`src/logic/mem_pkg.sv`:
```
// Data memory subsystem types
`default_nettype none

package mem_pkg;

   // address fields: tag [15:11], index [10:3], word [2:1], bit 0 zero
   localparam int TAG_W      = 5;
   localparam int INDEX_W    = 8;
   localparam int WORD_W     = 2;
   // words per line, also the number of banks
   localparam int LINE_WORDS = 4;

   typedef enum logic {
      op_read  = 1'b0,
      op_write = 1'b1
   } mem_op_e;

   typedef struct packed {
      mem_op_e     op;
      logic [15:0] addr;
      logic [15:0] wdata;
   } mem_req_t;

   typedef struct packed {
      logic [15:0] rdata;
      logic        hit;
      logic        err;
   } mem_rsp_t;

   // one access to the banked memory
   typedef struct packed {
      logic        wr;
      logic [15:0] addr;
      logic [15:0] wdata;
   } bank_req_t;

   typedef enum logic [3:0] {
      st_idle,
      st_lookup,
      st_wb,
      st_alloc,
      st_fill_wait,
      st_finish,
      st_respond,
      st_error
   } ctrl_state_e;

   function automatic logic [TAG_W-1:0] addr_tag(input logic [15:0] addr);
      return addr[15 -: TAG_W];
   endfunction

   function automatic logic [INDEX_W-1:0] addr_index(input logic [15:0] addr);
      return addr[WORD_W+1 +: INDEX_W];
   endfunction

   function automatic logic [WORD_W-1:0] addr_word(input logic [15:0] addr);
      return addr[1 +: WORD_W];
   endfunction

endpackage

`default_nettype wire

```
`src/logic/cache_ctrl.sv`:
```
// Cache controller FSM
`timescale 1ns/10ps
`default_nettype none

module cache_ctrl #(
   parameter int mem_latency = 3
) (
   input  wire                                  clk,
   input  wire                                  rst_n,
   input  wire                                  req_valid,
   input  wire mem_pkg::mem_req_t               req,
   input  wire                                  rsp_ready,
   input  wire [mem_pkg::LINE_WORDS-1:0][15:0]  line_data,
   input  wire [mem_pkg::TAG_W-1:0]             line_tag,
   input  wire                                  line_valid,
   input  wire                                  line_dirty,
   input  wire                                  mb_ready,
   input  wire                                  rd_valid,
   input  wire [15:0]                           rd_data,
   input  wire [mem_pkg::WORD_W-1:0]            rd_word,
   output logic                                 req_ready,
   output logic                                 rsp_valid,
   output mem_pkg::mem_rsp_t                    rsp,
   output logic                                 cs_rd_en,
   output logic                                 cs_wr_en,
   output logic                                 cs_set_tag,
   output logic [mem_pkg::INDEX_W-1:0]          cs_index,
   output logic [mem_pkg::WORD_W-1:0]           cs_word,
   output logic [15:0]                          cs_wdata,
   output logic [mem_pkg::TAG_W-1:0]            cs_tag,
   output logic                                 cs_dirty,
   output logic                                 mb_valid,
   output mem_pkg::bank_req_t                   mb_req
);

   localparam int BEAT_W = $clog2(mem_pkg::LINE_WORDS + 1);

   mem_pkg::ctrl_state_e        state_q;
   mem_pkg::ctrl_state_e        state_d;
   mem_pkg::mem_req_t           req_q;
   mem_pkg::mem_rsp_t           rsp_q;
   logic [mem_pkg::TAG_W-1:0]   req_tag;
   logic [mem_pkg::INDEX_W-1:0] req_index;
   logic [mem_pkg::WORD_W-1:0]  req_word;
   logic [mem_pkg::WORD_W-1:0]  wcnt_q;
   logic [BEAT_W-1:0]           beat_q;
   logic                        lookup_hit;
   logic                        issue_last;
   logic                        beat_in;
   logic                        fill_last;

   assign req_tag    = mem_pkg::addr_tag(req_q.addr);
   assign req_index  = mem_pkg::addr_index(req_q.addr);
   assign req_word   = mem_pkg::addr_word(req_q.addr);
   assign lookup_hit = line_valid && (line_tag == req_tag);
   // fourth word of a write-back or allocate accepted
   assign issue_last = mb_valid && mb_ready && (wcnt_q == '1);
   assign beat_in    = rd_valid && (state_q == mem_pkg::st_alloc ||
                                    state_q == mem_pkg::st_fill_wait);
   assign fill_last  = beat_in && (beat_q == BEAT_W'(mem_pkg::LINE_WORDS - 1));

   assign req_ready = (state_q == mem_pkg::st_idle);
   assign rsp_valid = (state_q == mem_pkg::st_respond) || (state_q == mem_pkg::st_error);
   assign rsp       = rsp_q;

   ////////////////////////////////////////////////////////////////////////////
   // next state
   ////////////////////////////////////////////////////////////////////////////

   always_comb begin
      state_d = state_q;
      case (state_q)
         mem_pkg::st_idle:
            if (req_valid) begin
               state_d = req.addr[0] ? mem_pkg::st_error : mem_pkg::st_lookup;
            end
         mem_pkg::st_lookup:
            if (lookup_hit) begin
               state_d = mem_pkg::st_respond;
            end else if (line_valid && line_dirty) begin
               state_d = mem_pkg::st_wb;
            end else begin
               state_d = mem_pkg::st_alloc;
            end
         mem_pkg::st_wb:
            if (issue_last) state_d = mem_pkg::st_alloc;
         mem_pkg::st_alloc:
            if (issue_last) state_d = mem_pkg::st_fill_wait;
         mem_pkg::st_fill_wait:
            if (fill_last) state_d = mem_pkg::st_finish;
         mem_pkg::st_finish:
            state_d = mem_pkg::st_respond;
         mem_pkg::st_respond, mem_pkg::st_error:
            if (rsp_ready) state_d = mem_pkg::st_idle;
         default:
            state_d = mem_pkg::st_idle;
      endcase
   end

   ////////////////////////////////////////////////////////////////////////////
   // store and memory controls
   ////////////////////////////////////////////////////////////////////////////

   always_comb begin
      cs_rd_en     = 1'b0;
      cs_wr_en     = 1'b0;
      cs_set_tag   = 1'b0;
      cs_index     = req_index;
      cs_word      = req_word;
      cs_wdata     = req_q.wdata;
      cs_tag       = req_tag;
      cs_dirty     = 1'b0;
      mb_valid     = 1'b0;
      mb_req.wr    = 1'b0;
      mb_req.addr  = {req_tag, req_index, wcnt_q, 1'b0};
      mb_req.wdata = line_data[wcnt_q];
      case (state_q)
         mem_pkg::st_idle: begin
            // lookup read uses the incoming address
            cs_rd_en = req_valid && !req.addr[0];
            cs_index = mem_pkg::addr_index(req.addr);
         end
         mem_pkg::st_wb: begin
            mb_valid    = 1'b1;
            mb_req.wr   = 1'b1;
            mb_req.addr = {line_tag, req_index, wcnt_q, 1'b0};
         end
         mem_pkg::st_alloc, mem_pkg::st_fill_wait: begin
            mb_valid = (state_q == mem_pkg::st_alloc);
            cs_wr_en = rd_valid;
            cs_word  = rd_word;
            cs_wdata = rd_data;
         end
         mem_pkg::st_finish:
            cs_set_tag = 1'b1;
         mem_pkg::st_respond: begin
            // write data merged into the line, marks it dirty
            cs_wr_en   = (req_q.op == mem_pkg::op_write);
            cs_set_tag = (req_q.op == mem_pkg::op_write);
            cs_dirty   = 1'b1;
         end
         default: ;
      endcase
   end

   ////////////////////////////////////////////////////////////////////////////
   // registers
   ////////////////////////////////////////////////////////////////////////////

   always_ff @(posedge clk or negedge rst_n) begin
      if (!rst_n) begin
         state_q <= mem_pkg::st_idle;
         wcnt_q  <= '0;
         beat_q  <= '0;
      end else begin
         state_q <= state_d;
         // wraps back to word 0 after each four-word burst
         if (mb_valid && mb_ready) wcnt_q <= wcnt_q + 1'b1;
         if (state_q == mem_pkg::st_lookup) begin
            beat_q <= '0;
         end else if (beat_in) begin
            beat_q <= beat_q + 1'b1;
         end
      end
   end

   always_ff @(posedge clk) begin
      if (req_valid && req_ready) begin
         req_q <= req;
         rsp_q <= '{rdata: 16'h0000, hit: 1'b0, err: req.addr[0]};
      end else if (state_q == mem_pkg::st_lookup) begin
         rsp_q <= '{rdata: line_data[req_word], hit: lookup_hit, err: 1'b0};
      end else if (beat_in && rd_word == req_word) begin
         // requested word picked off the fill
         rsp_q.rdata <= rd_data;
      end
   end

endmodule

`default_nettype wire

```
`config.mk`:
```
export PLATFORM = sky130hd
export DESIGN_NAME = cache_ctrl
export DESIGN_NICKNAME = d
export VERILOG_FILES = /design/src/logic/mem_pkg.sv /design/src/logic/cache_ctrl.sv
export SDC_FILE = /design/constraint.sdc
export NUM_CORES = 1
export LEC_CHECK = 0
export ABC_CLOCK_PERIOD_IN_PS = 4950
export BUFFER_PORTS_ARGS = -buffer_cell sky130_fd_sc_hd__buf_2
export CORE_ASPECT_RATIO = 1.75
export CORE_MARGIN = 2
export CORE_UTILIZATION = 48
export DETAILED_ROUTE_END_ITERATION = 6
export PLACE_DENSITY = 0.84
export SYNTH_ARGS = -nofsm -noshare
export SYNTH_HDL_FRONTEND = slang
export SYNTH_SLANG_ARGS = --single-unit
export TNS_END_PERCENT = 10
```
`constraint.sdc`:
```
create_clock -name clk -period 4.95 [get_ports clk]
set_input_delay 0.7425 -clock clk [delete_from_list [all_inputs] [get_ports clk]]
set_output_delay 0.7425 -clock clk [all_outputs]
set_load 0.01 [all_outputs]
```
* Word level (Yosys, flattened, before mapping)
Index checks and enable logic that the tools add are counted.
** Word-level totals
- Word-level logic and storage cells :: 76
- Flip-flop bits (word level) :: 60
- Bits of input ports :: 128
** Operators by class
- Add/subtract/negate cells :: 2
- Multiplexer cells :: 28
- Equality and inequality tests :: 16
- $lt $le $gt $ge :: 2
- Reductions and logical operators :: 19
** Operators by type and width (number)
- 16-bit 2-to-1 mux :: 5
- 16-bit binary-select mux with 2-bit select :: 2
- 4-bit case mux with 7 select lines :: 1
- 4-bit 2-to-1 mux :: 5
- 17-bit 2-to-1 mux :: 1
- 4-bit by 3-bit == test with 1-bit output (second input constant) :: 4
- 3-bit 2-to-1 mux :: 4
- 2-bit != test (second input constant) :: 5
- 1-bit logical AND :: 9
- 4-bit by 2-bit == test with 1-bit output (second input constant) :: 2
- 8-bit 2-to-1 mux :: 1
- 2-bit by 3-bit < comparator with 1-bit output (second input constant) :: 2
- 1-bit case mux with 2 select lines :: 3
- 2-bit nonzero test :: 3
- 5-bit == test :: 1
- 1-bit 2-to-1 mux :: 5
- 5-bit AND reduction :: 1
- 4-bit by 1-bit == test with 1-bit output (second input constant) :: 1
- 4-bit logical NOT :: 1
- 2-bit OR reduction :: 2
- 3-bit by 1-bit adder with 3-bit output (second input constant) :: 1
- 3-bit by 2-bit == test with 1-bit output (second input constant) :: 1
- 2-bit by 1-bit adder with 2-bit output (second input constant) :: 1
- 2-bit == test :: 1
- other kinds (4) :: 5

* Logic depth before layout (Yosys ltp)
- Depth in word-level cells :: 7
- Gate-level depth with buffers :: 7

* Least setup slack after synthesis
Ideal clock, no wire load.
- Path kind :: reg-to-output
- Start point :: register state_q[1]
- End point :: output port cs_wdata[10]
- Arrival time :: 1560 ps
- Stages on the path, launching flop included :: 7
- Setup slack :: 2648 ps
- Required time :: 4208 ps
- Path through :: dfrtp_1 -> buf_4 -> nor3b_4 -> or2_1 -> buf_6 -> buf_6 -> mux2_4
** Between the ends
- Cells in the longest elaborated chain, start to end :: 3
** RTL lines
- start, declared :: RTL line cache_ctrl.sv:38 : mem_pkg::ctrl_state_e state_q;
- start signal, assigned :: RTL line cache_ctrl.sv:152 : state_q <= mem_pkg::st_idle;
- start signal, assigned :: RTL line cache_ctrl.sv:156 : state_q <= state_d;
- 4-bit by 3-bit == test with 1-bit output / 4-bit by 2-bit == test with 1-bit output (equally long branches) :: RTL line cache_ctrl.sv:117 : case (state_q)
- 2-bit OR reduction (*) :: RTL line cache_ctrl.sv:117
- 16-bit 2-to-1 mux (*) :: RTL line cache_ctrl.sv:117
- end, declared :: RTL line cache_ctrl.sv:29 : output logic [15:0] cs_wdata,
Every way passes the cells marked *; elsewhere a longest branch is shown, timed or not.

* Worst setup path after layout
- Start point :: register state_q[2]
- End point :: output port cs_wdata[11]
The elaborated chain is that of the path after synthesis.

==> impl_results.md <==
- Resized cells post-CTS: 0
- CTS root buffer: clkbuf_16
- Register Area: 0.00153 mm2
- Fillers: 597
- Number of global-route vias before repair: 3227
- RePlAce Congestion: 0.871
- # setup viols final: 0
- Initial antenna violation count: 0
- Pwr Total: 2.72 mW
- Met2 Track Usage GR: 46.1%
- DRT iter0 DRCs: 130
- Layout cells sized above 1: 62.2%
- XOR/XNOR Fraction of Synth Area: 1.86%
- CP Capture Type: output port
- Reg-to-reg slack, setup: 2.09 ns
- Die area: 0.00859 mm2
- DRT Pass-1 Iters: 4
- Max VDD drop: 0.328 mV
- Area of the multi-input gates: 0.00196 mm2
- Asr flop ratio synth: 13.8%
- GR Util All Layers: 25.0%
- Synthesized area per cell: 13.2 um2
- Chip Height: 121 um
- Largest net degree at the start of global routing: 37
- First-pass GRT wire length: 16.2 mm
- Max-Cap Viols: 0
- Detailed-route vias per instance: 5.67
- Max Freq: 277 MHz
- Compound-Gate Fraction of Synth Area: 9.61%
- Simple-Gate Fraction of Synth Area: 5.52%
- Final Max Tran Viols: 0
- Slew margin rel.: 23.6%
- Final setup TNS: 0 ns
- Die width: 70.9 um
- Startpoint types: register
- Htree depth: 3
- CTS max path bufs: 2
- Worst skew pair latency: 0.32 ns
- Antenna violation net count after detailed routing: 0
- Ys flop type: edfxtp_1
- Syn Inst Count: 286
- Worst-path cell chain: nor3b_4 > or2_1 > mux2_2 > buf_2
- Syn Nets: 417
- Clock buffer count from CTS: 9
- Slowest stage delay, CP: 0.92 ns
- Area leader, netlist: edfxtp_1
- Io pins: 217
- Hold Vio Cnt, Final: 0
- Count leader, synth: edfxtp_1
- Cell variety after synth: 46
- Design Area, Final: 0.00501 mm2
- Post-layout minimum cycle time: 3.61 ns
- Gr ovfl total: 0
- WS Path Type: register to output port
- CTS tree: built
- Post-DP HPWL: 8.49 mm
- RSZ-0062 raised after global routing: false
- Critical path peak fanout: 18
- I/O Buffers: 215
- Cts hold-fix bufs: 0
- Syn. warnings: 0
- Final wirelength: 10.6 mm
- Status: complete, no violations
- Clk_skew: 0.00939 ns
- Final cycle utilization of the critical path: 73.0%
- Vias: 3232
- Pleak: 2.36 nW
- Post-synth EDFFs: 33
- Yosys reg bits: 58
- List of most frequent post-synthesis cells: edfxtp_1, mux4_2, a21oi_1, mux2_2, o21ai_0
- # diodes: 0
- Placed Area: 0.00472 mm2
- Mux share of post-synthesis cell area: 34.0%
- Hold Crit Class: input port to async pin
- Yosys top cell area share: 26.3%
- Postcts setup bufs: 0
- Post-Synth Adder-Cell Area: 0.998%
- Gr busiest metal: met2
- Worst-path clk slew: 0.05 ns
- Data required, critical path: 4.21 ns
- Slowest cell on crit path: or2_1
- Rows: 42
- Mean routed wirelength per cell: 18.6 um
- WP data arrival: 2.87 ns
- Layout area overhead: 33.2%
- Largest family of logic cells by synthesized area: multiplexers
- Drt drc: 0
- Total clock sinks: 58
- Final nets: 608
- Mapped cell area: 0.00376 mm2
- Met3 Use GR: 4.90%
- Slew @ Worst Pin: 1.15 ns
- Pwr Density: 543 mW/mm2
- CORE AREA: 0.00757 mm2
- Top cells by area, synth: edfxtp_1, mux4_2, dfxtp_1
- Post-synthesis sequential area ratio: 40.7%
- Starting Density: 49.7%
- M1 GR Usage: 28.0%
## path summary, 6_finish.rpt
kind | from | endpoint | cells past startpoint
max | state_q[2] | cs_wdata[11] | 4
min | rst_n | state_q[1] | 1
max reg2reg | state_q[0] | req_index[4] | 5
min reg2reg | rsp[1] | rsp[1] | 2
max in group asynchronous | rst_n | state_q[2] | 1
min in group clk | rsp[1] | rsp[1] | 2
## layout by cell type, fill, tap and decap left out, types with 3 or more instances in the layout
cell type / synthesis / layout
mux4_2: 32 / 32
dfrtp_1: 8 / 8
buf_4: 17 / 4
edfxtp_1: 33 / 33
dfxtp_1: 17 / 17
mux2_4: 10 / 10
nand2_1: 11 / 11
xnor2_1: 4 / 4
o21ai_0: 19 / 19
xor2_1: 4 / 4
inv_1: 4 / 4
mux2_2: 22 / 22
a22oi_1: 3 / 3
mux2i_1: 16 / 16
a21oi_1: 22 / 22
ha_1: 3 / 3
nor2b_1: 3 / 3
nor2_1: 3 / 3
a32o_1: 3 / 3
nand3_1: 6 / 6
clkbuf_1: 10 / 3
buf_2: 5 / 215
clkbuf_16: 0 / 9
## report_power, final
group	internal [mW]	leakage, nW	switching [mW]
clock	0.401	0.144	0.198
sequential	0.650	0.537	0.190
combinational	0.686	1.68	0.596
## through the flow
stage	hold WS [ns]	util [%]	cells	setup WS, ns
after floorplan	0.447	-	286	2.65
after global placement	0.471	62.4	554	1.76
after detailed placement	0.471	62.4	554	1.63
after CTS	0.261	66.2	570	1.30
after global routing	0.269	66.2	570	1.16
final	0.265	66.2	570	1.34
## flip-flops by register name, summed over array words and instances, names as in the netlist
| register | count |
|---|---|
| state_q | 3 |
| req_index | 8 |
| req_q | 19 |
| beat_q | 3 |
| wcnt_q | 2 |
| rsp | 18 |
| cs_tag | 5 |
## routing by layer
| metal | vias up | wire length [um] | share of wire [%] |
|---|---|---|---|
| met5 | - | 0 | 0 |
| met4 | 0 | 185 | 1.7 |
| met3 | 13 | 653 | 6.2 |
| met2 | 154 | 6020 | 57 |
| met1 | 1576 | 3750 | 35 |
| li1 | 1489 | - | - |
## cell families (layout without fill, tap and decap cells)
logic type                 after synthesis  count (layout)
other                                    1               1
AOI/OAI and AO/OA                       57              57
DFF                                     58              58
adders and majority gates                3               3
and+or+nand+nor                         36              36
muxes                                   80              80
buffers and inverters                   43             239
xor gates and xnor gates                 8               8
## layout make-up
type	instances	share of cell area [%]
Multi-Input combinational cell	185	39.1
Sequential cell	58	30.6
Timing Repair Buffer	219	22.1
Clock buffer	13	4.99
Tap cell	88	2.20
Clock inverter	3	0.799
Inverter	4	0.300
## critical path, delay by kind of cell (launching register included)
family	cells	cell delay, ns
buffers and inverters	1	0.15
muxes	1	0.41
DFF	1	0.66
and+or+nand+nor	2	1.33
No activity file was read; power rests on OpenSTA's default activity.
